**src/rd_dma_pkg.sv**
```systemverilog
package rd_dma_pkg;

    // data and byte address width
    localparam int DATA_W = 32;

    // avalon burstcount width and the largest burst issued
    localparam int BURST_W   = 16;
    localparam int BURST_MAX = 16;

    // packet fifo geometry
    localparam int FIFO_DEPTH = 64;
    localparam int FIFO_AW    = 6;
    // leaves room for one full burst above the threshold
    localparam int AF_LEVEL   = 48;

    // host register map
    localparam logic [1:0] REG_CONTROL = 2'd0;
    localparam logic [1:0] REG_BEGIN   = 2'd1;
    localparam logic [1:0] REG_END     = 2'd2;
    localparam logic [1:0] REG_STATUS  = 2'd3;

    // status bits
    localparam int ST_BUSY = 0;
    localparam int ST_DONE = 1;

    // start bit in the control word
    localparam int CTRL_START = 0;

endpackage
```
**src/rd_dma_top.sv**
```systemverilog
`timescale 1ns/1ps

module rd_dma_top (
    input  logic                           clk,
    input  logic                           reset,
    // host register port
    input  logic                           reg_write,
    input  logic [1:0]                     reg_addr,
    input  logic [rd_dma_pkg::DATA_W-1:0]  reg_wdata,
    output logic [rd_dma_pkg::DATA_W-1:0]  reg_rdata,
    // avalon-mm read master
    output logic [rd_dma_pkg::DATA_W-1:0]  address,
    output logic                           read,
    output logic [rd_dma_pkg::BURST_W-1:0] burstcount,
    input  logic [rd_dma_pkg::DATA_W-1:0]  readdata,
    input  logic                           readdatavalid,
    input  logic                           waitrequest,
    // packet fifo read side
    output logic [rd_dma_pkg::DATA_W-1:0]  fifo_rdata,
    output logic                           fifo_empty,
    input  logic                           fifo_rd
);
    import rd_dma_pkg::*;

    logic              rd_ctrl;
    logic              rd_ctrl_rdy;
    logic [DATA_W-1:0] pkt_begin;
    logic [DATA_W-1:0] pkt_end;
    logic [DATA_W-1:0] fifo_in;
    logic              wr_to_fifo;
    logic              almost_full;

    dma_regs dma_regs_i (
        .clk         (clk),
        .reset       (reset),
        .reg_write   (reg_write),
        .reg_addr    (reg_addr),
        .reg_wdata   (reg_wdata),
        .rd_ctrl_rdy (rd_ctrl_rdy),
        .reg_rdata   (reg_rdata),
        .rd_ctrl     (rd_ctrl),
        .pkt_begin   (pkt_begin),
        .pkt_end     (pkt_end)
    );

    rd_ctrl rd_ctrl_i (
        .clk           (clk),
        .reset         (reset),
        .rd_ctrl       (rd_ctrl),
        .almost_full   (almost_full),
        .pkt_begin     (pkt_begin),
        .pkt_end       (pkt_end),
        .readdata      (readdata),
        .readdatavalid (readdatavalid),
        .waitrequest   (waitrequest),
        .fifo_in       (fifo_in),
        .wr_to_fifo    (wr_to_fifo),
        .rd_ctrl_rdy   (rd_ctrl_rdy),
        .address       (address),
        .read          (read),
        .burstcount    (burstcount)
    );

    pkt_fifo pkt_fifo_i (
        .clk         (clk),
        .reset       (reset),
        .wr_to_fifo  (wr_to_fifo),
        .fifo_in     (fifo_in),
        .fifo_rd     (fifo_rd),
        .fifo_rdata  (fifo_rdata),
        .fifo_empty  (fifo_empty),
        .almost_full (almost_full)
    );

endmodule

```
**src/pkt_fifo.sv**
```systemverilog
`timescale 1ns/1ps

module pkt_fifo (
    input  logic                          clk,
    input  logic                          reset,
    input  logic                          wr_to_fifo,
    input  logic [rd_dma_pkg::DATA_W-1:0] fifo_in,
    input  logic                          fifo_rd,
    output logic [rd_dma_pkg::DATA_W-1:0] fifo_rdata,
    output logic                          fifo_empty,
    output logic                          almost_full
);
    import rd_dma_pkg::*;

    logic [DATA_W-1:0]  mem [FIFO_DEPTH];
    logic [FIFO_AW-1:0] wr_ptr;
    logic [FIFO_AW-1:0] rd_ptr;
    logic [FIFO_AW:0]   count;
    logic               do_wr;
    logic               do_rd;

    // writes into a full fifo are dropped
    assign do_wr = wr_to_fifo && (count != (FIFO_AW+1)'(FIFO_DEPTH));
    assign do_rd = fifo_rd && (count != '0);

    // show-ahead, head word is always on the output
    assign fifo_rdata  = mem[rd_ptr];
    assign fifo_empty  = (count == '0);
    assign almost_full = (count >= (FIFO_AW+1)'(AF_LEVEL));

    always_ff @(posedge clk) begin : storage
        if (do_wr) begin
            mem[wr_ptr] <= fifo_in;
        end
    end

    always_ff @(posedge clk) begin : pointers
        if (!reset) begin
            wr_ptr <= '0;
            rd_ptr <= '0;
            count  <= '0;
        end
        else begin
            if (do_wr) begin
                wr_ptr <= wr_ptr + FIFO_AW'(1);
            end
            if (do_rd) begin
                rd_ptr <= rd_ptr + FIFO_AW'(1);
            end
            // pointers wrap naturally at FIFO_DEPTH
            case ({do_wr, do_rd})
                2'b10:   count <= count + (FIFO_AW+1)'(1);
                2'b01:   count <= count - (FIFO_AW+1)'(1);
                default: count <= count;
            endcase
        end
    end

endmodule

```
**src/rd_ctrl.sv**
```systemverilog
`timescale 1ns/1ps

module rd_ctrl (
    input  logic                           clk,
    input  logic                           reset,
    input  logic                           rd_ctrl,
    input  logic                           almost_full,
    input  logic [rd_dma_pkg::DATA_W-1:0]  pkt_begin,
    input  logic [rd_dma_pkg::DATA_W-1:0]  pkt_end,
    input  logic [rd_dma_pkg::DATA_W-1:0]  readdata,
    input  logic                           readdatavalid,
    input  logic                           waitrequest,
    output logic [rd_dma_pkg::DATA_W-1:0]  fifo_in,
    output logic                           wr_to_fifo,
    output logic                           rd_ctrl_rdy,
    output logic [rd_dma_pkg::DATA_W-1:0]  address,
    output logic                           read,
    output logic [rd_dma_pkg::BURST_W-1:0] burstcount
);
    import rd_dma_pkg::*;

    enum logic [1:0] { IDLE, RUN, DONE } state, state_next;

    logic [DATA_W-1:0]  pkt_words;
    logic [DATA_W-1:0]  words_left;
    logic [DATA_W-1:0]  next_addr;
    logic [BURST_W-1:0] beats_left;
    logic [BURST_W-1:0] burst_size;
    logic               burst_start;
    logic               last_beat;

    // packet length in words, bounds are word aligned
    assign pkt_words = (pkt_end - pkt_begin) >> 2;

    // words_left counts words not yet requested, so it is already
    // zero while the final burst is still returning beats
    assign burst_size = (words_left < DATA_W'(BURST_MAX)) ?
                        words_left[BURST_W-1:0] : BURST_W'(BURST_MAX);

    // next burst only once the previous one has fully returned
    assign burst_start = (state == RUN) && !read && (beats_left == '0) &&
                         (words_left != '0) && !almost_full;

    assign last_beat = (state == RUN) && readdatavalid &&
                       (beats_left == BURST_W'(1)) && (words_left == '0);

    // DONE lasts exactly one cycle
    assign rd_ctrl_rdy = (state == DONE);

    always_ff @(posedge clk) begin : states
        if (!reset) begin
            state <= IDLE;
        end
        else begin
            state <= state_next;
        end
    end

    always_comb begin : fsm
        state_next = state;
        case (state)
            IDLE: begin
                if (rd_ctrl) begin
                    // zero length skips straight to completion
                    state_next = (pkt_words == '0) ? DONE : RUN;
                end
            end
            RUN: begin
                if (last_beat) begin
                    state_next = DONE;
                end
            end
            DONE: begin
                state_next = IDLE;
            end
            default: begin
                state_next = IDLE;
            end
        endcase
    end

    always_ff @(posedge clk) begin : burst_plan
        if (state == IDLE && rd_ctrl) begin
            next_addr  <= pkt_begin;
            words_left <= pkt_words;
        end
        else if (burst_start) begin
            next_addr  <= next_addr + (DATA_W'(burst_size) << 2);
            words_left <= words_left - DATA_W'(burst_size);
        end
    end

    always_ff @(posedge clk) begin : avalon_mm_ctrl
        if (!reset) begin
            read       <= 1'b0;
            beats_left <= '0;
        end
        else begin
            // hold read until the slave accepts the command
            if (burst_start) begin
                read <= 1'b1;
            end
            else if (!waitrequest) begin
                read <= 1'b0;
            end

            if (burst_start) begin
                beats_left <= burst_size;
            end
            else if (readdatavalid && beats_left != '0) begin
                beats_left <= beats_left - BURST_W'(1);
            end
        end
    end

    // command fields stay put until the next burst
    always_ff @(posedge clk) begin : avalon_cmd
        if (burst_start) begin
            address    <= next_addr;
            burstcount <= burst_size;
        end
    end

    // every returned beat goes to the fifo one cycle later
    always_ff @(posedge clk) begin : fifo_ctrl
        fifo_in <= readdata;
        if (!reset) begin
            wr_to_fifo <= 1'b0;
        end
        else begin
            wr_to_fifo <= readdatavalid && (state == RUN);
        end
    end

endmodule

```
**src/dma_regs.sv**
```systemverilog
`timescale 1ns/1ps

module dma_regs (
    input  logic                          clk,
    input  logic                          reset,
    input  logic                          reg_write,
    input  logic [1:0]                    reg_addr,
    input  logic [rd_dma_pkg::DATA_W-1:0] reg_wdata,
    input  logic                          rd_ctrl_rdy,
    output logic [rd_dma_pkg::DATA_W-1:0] reg_rdata,
    output logic                          rd_ctrl,
    output logic [rd_dma_pkg::DATA_W-1:0] pkt_begin,
    output logic [rd_dma_pkg::DATA_W-1:0] pkt_end
);
    import rd_dma_pkg::*;

    logic busy;
    logic done;
    logic start_req;

    // a start is only taken while no transfer runs
    assign start_req = reg_write && (reg_addr == REG_CONTROL) &&
                       reg_wdata[CTRL_START] && !busy;

    // packet bounds, sampled by the controller on the start pulse
    always_ff @(posedge clk) begin : addr_regs
        if (reg_write && reg_addr == REG_BEGIN) begin
            pkt_begin <= reg_wdata;
        end
        if (reg_write && reg_addr == REG_END) begin
            pkt_end <= reg_wdata;
        end
    end

    always_ff @(posedge clk) begin : status_regs
        if (!reset) begin
            rd_ctrl <= 1'b0;
            busy    <= 1'b0;
            done    <= 1'b0;
        end
        else begin
            rd_ctrl <= 1'b0;
            if (start_req) begin
                rd_ctrl <= 1'b1;
                busy    <= 1'b1;
                done    <= 1'b0;
            end
            else if (rd_ctrl_rdy) begin
                // done stays set until the next start
                busy <= 1'b0;
                done <= 1'b1;
            end
        end
    end

    // register read mux, control reads back as zero
    always_comb begin : read_mux
        reg_rdata = '0;
        case (reg_addr)
            REG_BEGIN: begin
                reg_rdata = pkt_begin;
            end
            REG_END: begin
                reg_rdata = pkt_end;
            end
            REG_STATUS: begin
                reg_rdata[ST_BUSY] = busy;
                reg_rdata[ST_DONE] = done;
            end
            default: begin
                reg_rdata = '0;
            end
        endcase
    end

endmodule

```
**config.mk**
```make
export PLATFORM = sky130hd
export DESIGN_NAME = rd_dma_top
export DESIGN_NICKNAME = d
export VERILOG_FILES = /design/src/rd_dma_pkg.sv /design/src/rd_dma_top.sv /design/src/pkt_fifo.sv /design/src/rd_ctrl.sv /design/src/dma_regs.sv
export SDC_FILE = /design/constraint.sdc
export NUM_CORES = 2
export LEC_CHECK = 0
export BUFFER_PORTS_ARGS = -buffer_cell sky130_fd_sc_hd__buf_2
export CORE_MARGIN = 1
export CORE_UTILIZATION = 25
export DETAILED_ROUTE_END_ITERATION = 8
export PLACE_DENSITY = 0.48
export REMOVE_ABC_BUFFERS = 1
export SETUP_SLACK_MARGIN = 0.15
export SYNTH_ARGS = -nofsm -noshare
export SYNTH_HDL_FRONTEND = slang
export SYNTH_SLANG_ARGS = --single-unit
```
**constraint.sdc**
```tcl
create_clock -name clk -period 6.6 [get_ports clk]
set_clock_uncertainty 0.15 [all_clocks]
set_input_delay 0.33 -clock clk [delete_from_list [all_inputs] [get_ports clk]]
set_output_delay 0.33 -clock clk [all_outputs]
set_load 0.01 [all_outputs]
```
# [Word level (Yosys, flattened, before mapping)]
# Memories as Yosys holds them, arrays and structs flattened. A register that Yosys moved wholly into a read port is not among the register bits.
# Index checks and enable logic that the tools add are counted.
[totals] inputBits=72 ff_bits=250 mem_bits_rw=2048 output_inout_bits=114 n_memories=1
[classes] eq_ne=12 reduce_logical=34 n_addsub=8 bitwise=1 magnitude_cmp=2 muxes=23
[memory_table] name="pkt_fifo_i.mem" words=64 width=32 rd=1 rd_clocked_by_memory_dff=1 write_ports=1 line_no="pkt_fifo.sv:15" source="logic [DATA_W-1:0] mem [FIFO_DEPTH];"
[ops] op="$logic_not A32 Y1" n=2
[ops] op="$mux W32" n=2
[ops] op="$mux W30" n=2
[ops] op="$pmux W30 S2" n=1
[ops] op="$mux W16" n=3
[ops] op="$add A32 B18 Y32" n=1
[ops] op="$lt A32 B5 Y1 const B" n=1
[ops] op="$reduce_bool A32 Y1" n=1
[ops] op="$sub A32 B16 Y32" n=1
[ops] op="$sub A32 B32 Y32" n=1
[ops] op="$eq A16 B1 Y1 const B" n=1
[ops] op="$logic_and A1 B1 Y1" n=16
[ops] op="$logic_not A16 Y1" n=1
[ops] op="$reduce_bool A16 Y1" n=1
[ops] op="$sub A16 B1 Y16 const B" n=1
[ops] op="$pmux W7 S2" n=1
[ops] op="$add A6 B1 Y6 const B" n=2
[ops] op="$mux W6" n=2
[ops] op="$eq A2 B2 Y1 const B" n=4
[ops] op="$reduce_bool A2 Y1" n=4
[ops] op="$add A7 B1 Y7 const B" n=1
[ops] op="$ge A7 B6 Y1 const B" n=1
[ops] op="$logic_not A7 Y1" n=1
[ops] op="$mux W1" n=7
[ops] op="other kinds (14)" n=22

# [Depth between registers and ports, before layout]
[logic_depth] word_depth=7 mapped_depth=18 depth_no_buf=17

# [Cells and area by module]
# A second synthesis with hierarchy kept.
[unflattened] hier_cells=4641 hier_area_um2=91144.9
[by_module_without_submodules] mod="pkt_fifo" instances=1 cells_per_inst=3572 seq_area_each_um2=61999.5 area_each_um2=79516.3
[by_module_without_submodules] mod="rd_ctrl" instances=1 cells_per_inst=912 seq_area_each_um2=4384.2 area_each_um2=9008.6
[by_module_without_submodules] mod="dma_regs" instances=1 cells_per_inst=157 seq_area_each_um2=1981.9 area_each_um2=2620.0

# [Worst setup path before layout]
# No wires, ideal clock.
[synth_timing] kind="register to register" startpoint="register rd_ctrl_i.beats_left[2]" endpoint="register rd_ctrl_i.next_addr[10], enable pin" path_stages_with_launch=6 slack_ns=1.107 setup_ns=0.427 synth_period_minus_slack_ns=5.493 arrival_time_ns=4.916 path_cell_list="dfxtp_1 -> or4_1 -> nor3_1 -> nand2_1 -> nor4_4 -> nand2b_1"
[synth_between] elab_chain_cells=5
[synth_lines] element="from (decl)" line_no="rd_ctrl.sv:27" source="logic [BURST_W-1:0] beats_left;"
[synth_lines] element="from (signal assigned)" line_no="rd_ctrl.sv:108" source="beats_left <= burst_size;"
[synth_lines] element="from (signal assigned)" line_no="rd_ctrl.sv:111" source="beats_left <= beats_left - BURST_W'(1);"
[synth_lines] element="$logic_not A16 Y1" line_no="rd_ctrl.sv:41" source="assign burst_start = (state == RUN) && !read && (beats_left == '0) &&"
[synth_lines] element="$logic_and A1 B1 Y1 (2 in a row)" line_no="rd_ctrl.sv:41"
[synth_lines] element="$logic_and A1 B1 Y1" line_no="rd_ctrl.sv:42" source="(words_left != '0) && !almost_full;"
[synth_lines] element="named net rd_ctrl_i.burst_start" line_no="rd_ctrl.sv:29" source="logic burst_start;"
[synth_lines] element="$reduce_bool A2 Y1 (no line)"
[synth_lines] element="to (signal assigned)" line_no="rd_ctrl.sv:84" source="next_addr <= pkt_begin;"
[synth_lines] element="to (signal assigned)" line_no="rd_ctrl.sv:88" source="next_addr <= next_addr + (DATA_W'(burst_size) << 2);"
[synth_lines] element="to (decl)" line_no="rd_ctrl.sv:26" source="logic [DATA_W-1:0] next_addr;"
# The timed path passes the listed nets, and every way through them passes these cells.
# A chain may end at the register's enable or synchronous reset.

# [Final worst setup path]
[layout_timing] startpoint="register rd_ctrl_i.words_left[12]" endpoint="register rd_ctrl_i.next_addr[30], data pin"
[layout_between] elab_chain_cells=5
[layout_lines] element="from (decl)" line_no="rd_ctrl.sv:25" source="logic [DATA_W-1:0] words_left;"
[layout_lines] element="from (signal assigned)" line_no="rd_ctrl.sv:85" source="words_left <= pkt_words;"
[layout_lines] element="from (signal assigned)" line_no="rd_ctrl.sv:89" source="words_left <= words_left - DATA_W'(burst_size);"
[layout_lines] element="$lt A32 B5 Y1" line_no="rd_ctrl.sv:37" source="assign burst_size = (words_left < DATA_W'(BURST_MAX)) ?"
[layout_lines] element="$mux W16" line_no="rd_ctrl.sv:37"
[layout_lines] element="named net rd_ctrl_i.burst_size[2]" line_no="rd_ctrl.sv:28" source="logic [BURST_W-1:0] burst_size;"
[layout_lines] element="$add A32 B18 Y32" line_no="rd_ctrl.sv:88"
[layout_lines] element="$mux W32" line_no="rd_ctrl.sv:87" source="else if (burst_start) begin"
[layout_lines] element="$mux W32" line_no="rd_ctrl.sv:83" source="if (state == IDLE && rd_ctrl) begin"
# The timed path passes the listed nets, and every way through them passes these cells. The select of a mux whose other input is x is not followed.

==> key figures <==
Timing
  – Max Slew Vio Count: 0
  – Max Freq: 0.186 GHz
  – Hold_ws: between 70 and 80 ps
  – Hold Fails Final Rpt: 0
  – Unrepaired setup endpoints after global routing: no
  – Final period utilization: 0.813
  – Max-slew headroom: 0.174
  – Finish-stage setup viols: 0
  – Minimum clock period: between 5000 and 6000 ps
  – Measured slew at the worst slew-check pin: between 1000 and 1500 ps

Clocking
  – Clock tree buffer depth: 4
  – H-tree levels: 4
  – Clock buffer count from CTS: 243
  – # resized after CTS: 0
  – Clk_lat worst skew: around 920 ps
  – Root Buffer: clkbuf_16
  – Clk slew on worst S/H paths: 60 ps
  – CTS tree: built
  – Sink Count: 2304
  – Hold buffers post-CTS: 129
  – Post-CTS Setup Bufs: 0

Worst setup path
  – Crit path capture: rd_ctrl_i.next_addr[30]
  – R2R depth: 18
  – CP peak stage delay: between 600 and 700 ps
  – CP arrival: approximately 5800 ps
  – Worst R2R Start: rd_ctrl_i.words_left[12]
  – R2R Path End: rd_ctrl_i.next_addr[30]
  – Largest fanout on the critical path: 11
  – Setup CP Type: flip-flop to flip-flop
  – R2R Setup Slk: ~1200 ps
  – Crit-path slowest cell: o41ai_1
  – CP startpoint: rd_ctrl_i.words_left[12]
  – Type of origin of the critical path: flip-flop
  – CP endpoint kind: flip-flop
  – CP Cell Sequence: or4_4, or4_4, and4b_1, buf_4, and2_1, ha_1, a21o_1, a21oi_1, nor2b_1, o21a_1, o41ai_1, o211a_1, a211oi_1, buf_4, and4_1, nand3_1, xor2_1, o21ai_0
  – Critical path required time: ~7000 ps

GRT
  – Largest net degree at the start of global routing: 80
  – Number of global-route vias before repair: about 46000
  – Initial antenna violation count: 23
  – First-pass GRT wire length: about 360 mm
  – Overflow left after global routing: 0
  – All-Layer GR Usage: 0.138

Yosys
  – YS warnings: 0
  – Synth top area share: 0.739
  – Post-synth EDFFs: between 2000 and 2500
  – Most used DFF post-synth: edfxtp_1
  – Seq cells post-synth: 2304
  – Synth area leaders: edfxtp_1, mux4_2, dfxtp_1
  – Dominant cell type by area after synthesis: edfxtp_1
  – Sequential area share after synthesis: 0.757
  – Count of cell types in the netlist: 75
  – Post-synth ARST share: 0
  – Mapped Avg Cell Area: about 22 sq um
  – Syn Inst Count: between 4000 and 5000
  – Post-Synthesis Cell Area: 90300 sq um

Job
  – MaxCap Viol Count: 0

Placement
  – IO buf count: 185
  – Placed cell count: about 9000
  – Final HPWL DP: about 140 mm
  – Post-placement cell area: 98200 sq um
  – GP Congestion: about 0.76

Power
  – Seq pwr share: 0.520
  – Comb pwr share: 0.027
  – Sw Pwr: 6.56 mW
  – Pwr Density: between 200 and 300 nW/um^2
  – Switching share of power: 0.209
  – Worst IR drop on VDD: roughly 270 uV
  – Total power: roughly 31 mW
  – P_leak: about 33 nW
  – Power Internal: 24.9 mW
  – Clock share of power: 0.453

Cells and area
  – Commonest non-fill, non-tap cells in the layout: edfxtp_1, mux4_2, clkbuf_16, buf_2, dlygate4sd3_1
  – Most common cell after layout, fill and taps aside: edfxtp_1
  – # fillers: 34800
  – Post-route cell area: around 110000 sq um
  – Register area: a little under 70000 sq um
  – Multi-input gate area: around 22000 sq um
  – Layout cell share with drive strength beyond 1: 0.302
  – Fin nets: around 4800
  – Layout Cells excl Fill: 9639
  – Layout area overhead: 19.4%

Floorplan
  – Die height: around 600 um
  – Top-Level Pins: 186
  – Area of the core: approximately 360000 sq um
  – Die W: 603 um
  – Die ar.: around 360000 sq um
  – Row count: between 200 and 250
  – Initial Util: 0.251

Routing
  – Routed Antenna Nets: 0
  – Drt drc: 0
  – DR iter-0 viols: about 4500
  – Post-Route WL: 255 mm
  – Wire per inst: between 20 and 30 um
  – Via Count: around 44000
  – Vias per inst: about 4.6
  – Drt pass-1 iters: 6

Hold path
  – Hold crit path type: input pin to flip-flop

Outcome
  – Status: complete, no violations
-- worst max-delay path, delay by kind of cell, from the launching register on --
| kind | cells | cell delay [ps] |
|---|---|---|
| simple gates | 7 | 2010 |
| compound gates | 7 | 1740 |
| flops | 1 | 410 |
| buf+inv | 2 | 360 |
| fa+ha+maj | 1 | 270 |
| xor+xnor | 1 | 160 |
-- Yosys cell counts (45+ instances only) --
master and instances:
buf_1 62, mux4_2 669, dfxtp_1 82, edfxtp_1 2222, o21ai_0 82, clkbuf_1 130, a21oi_1 65, ha_1 61
xnor2_1 51, inv_1 49, nand2_1 106, xor2_1 45, nor2_1 148
-- layer usage --
metal	part of all wire	GRT usage
met5	0.00019	0
met4	0.024	0.0353
met3	0.059	0.0252
met2	0.48	0.227
met1	0.43	0.188
-- registers in the layout, summed over array words and instances (netlist names), named ones only --
signal,flops
dma_regs_i.busy,1
dma_regs_i.done,1
dma_regs_i.pkt_begin,32
dma_regs_i.pkt_end,32
dma_regs_i.rd_ctrl,1
pkt_fifo_i.count,7
pkt_fifo_i.mem,2048
pkt_fifo_i.rd_ptr,6
pkt_fifo_i.wr_ptr,6
rd_ctrl_i.address,32
rd_ctrl_i.beats_left,16
rd_ctrl_i.burstcount,16
rd_ctrl_i.fifo_in,32
rd_ctrl_i.next_addr,32
rd_ctrl_i.read,1
rd_ctrl_i.state,2
rd_ctrl_i.words_left,32
rd_ctrl_i.wr_to_fifo,1
-- final cells by class --
cell class | count | share of cell area
tap | 4773 | 0.0554
timing repair buffer | 440 | 0.0311
inverter | 50 | 0.00174
sequential | 2304 | 0.635
clock inverter | 150 | 0.0162
multi-input combinational | 1614 | 0.200
antenna | 1 | 0.0000232
clock buffer | 307 | 0.0605
-- how the worst min path moves through the flow --
stage                                 from                      end  slack [ps]  depth (start not counted)
floorplan                      readdata[0]     rd_ctrl_i.fifo_in[0]         210                          0
global placement               readdata[3]     rd_ctrl_i.fifo_in[3]         290                          1
detailed placement  rd_ctrl_i.next_addr[0]     rd_ctrl_i.address[0]         260                          0
CTS                           reg_wdata[5]  dma_regs_i.pkt_begin[5]           1                          2
global route                  reg_wdata[5]  dma_regs_i.pkt_begin[5]          40                          2
finish                        readdata[12]    rd_ctrl_i.fifo_in[12]          80                          2
-- cells by family (layout without fill, tap and decap cells) --
family / after synthesis / after routing / synth area share
AO/OA/AOI/OAI: 277 / 277 / 0.0192
AND/OR/NAND/NOR: 477 / 477 / 0.0267
XOR/XNOR: 96 / 96 / 0.00932
flip-flops: 2304 / 2304 / 0.757
adder cells (fa/ha/maj): 63 / 63 / 0.00890
other: 2 / 24 / 0.0000832
buffers and inverters: 246 / 947 / 0.0103
multiplexers: 678 / 678 / 0.168
-- power by group through the flow --
stage | combinational [mW] | sequential [mW] | clock, mW
detailed placement | 0.804 | 16.7 | 0
CTS | 0.871 | 16.3 | 14.6
global placement | 0.793 | 16.6 | 0
finish | 0.857 | 16.3 | 14.2
floorplan | 0.629 | 16.6 | 0
global route | 0.959 | 16.4 | 15.1
-- stage by stage --
stage	setup WS, ps	util	setup TNS (ps)
after floorplan	-16550	-	-523280
after global routing	955	0.300	0
final	1240	0.300	0
after detailed placement	1220	0.273	0
after global placement	1240	0.273	0
after CTS	1240	0.300	0
No activity file was read; power rests on OpenSTA's default activity.
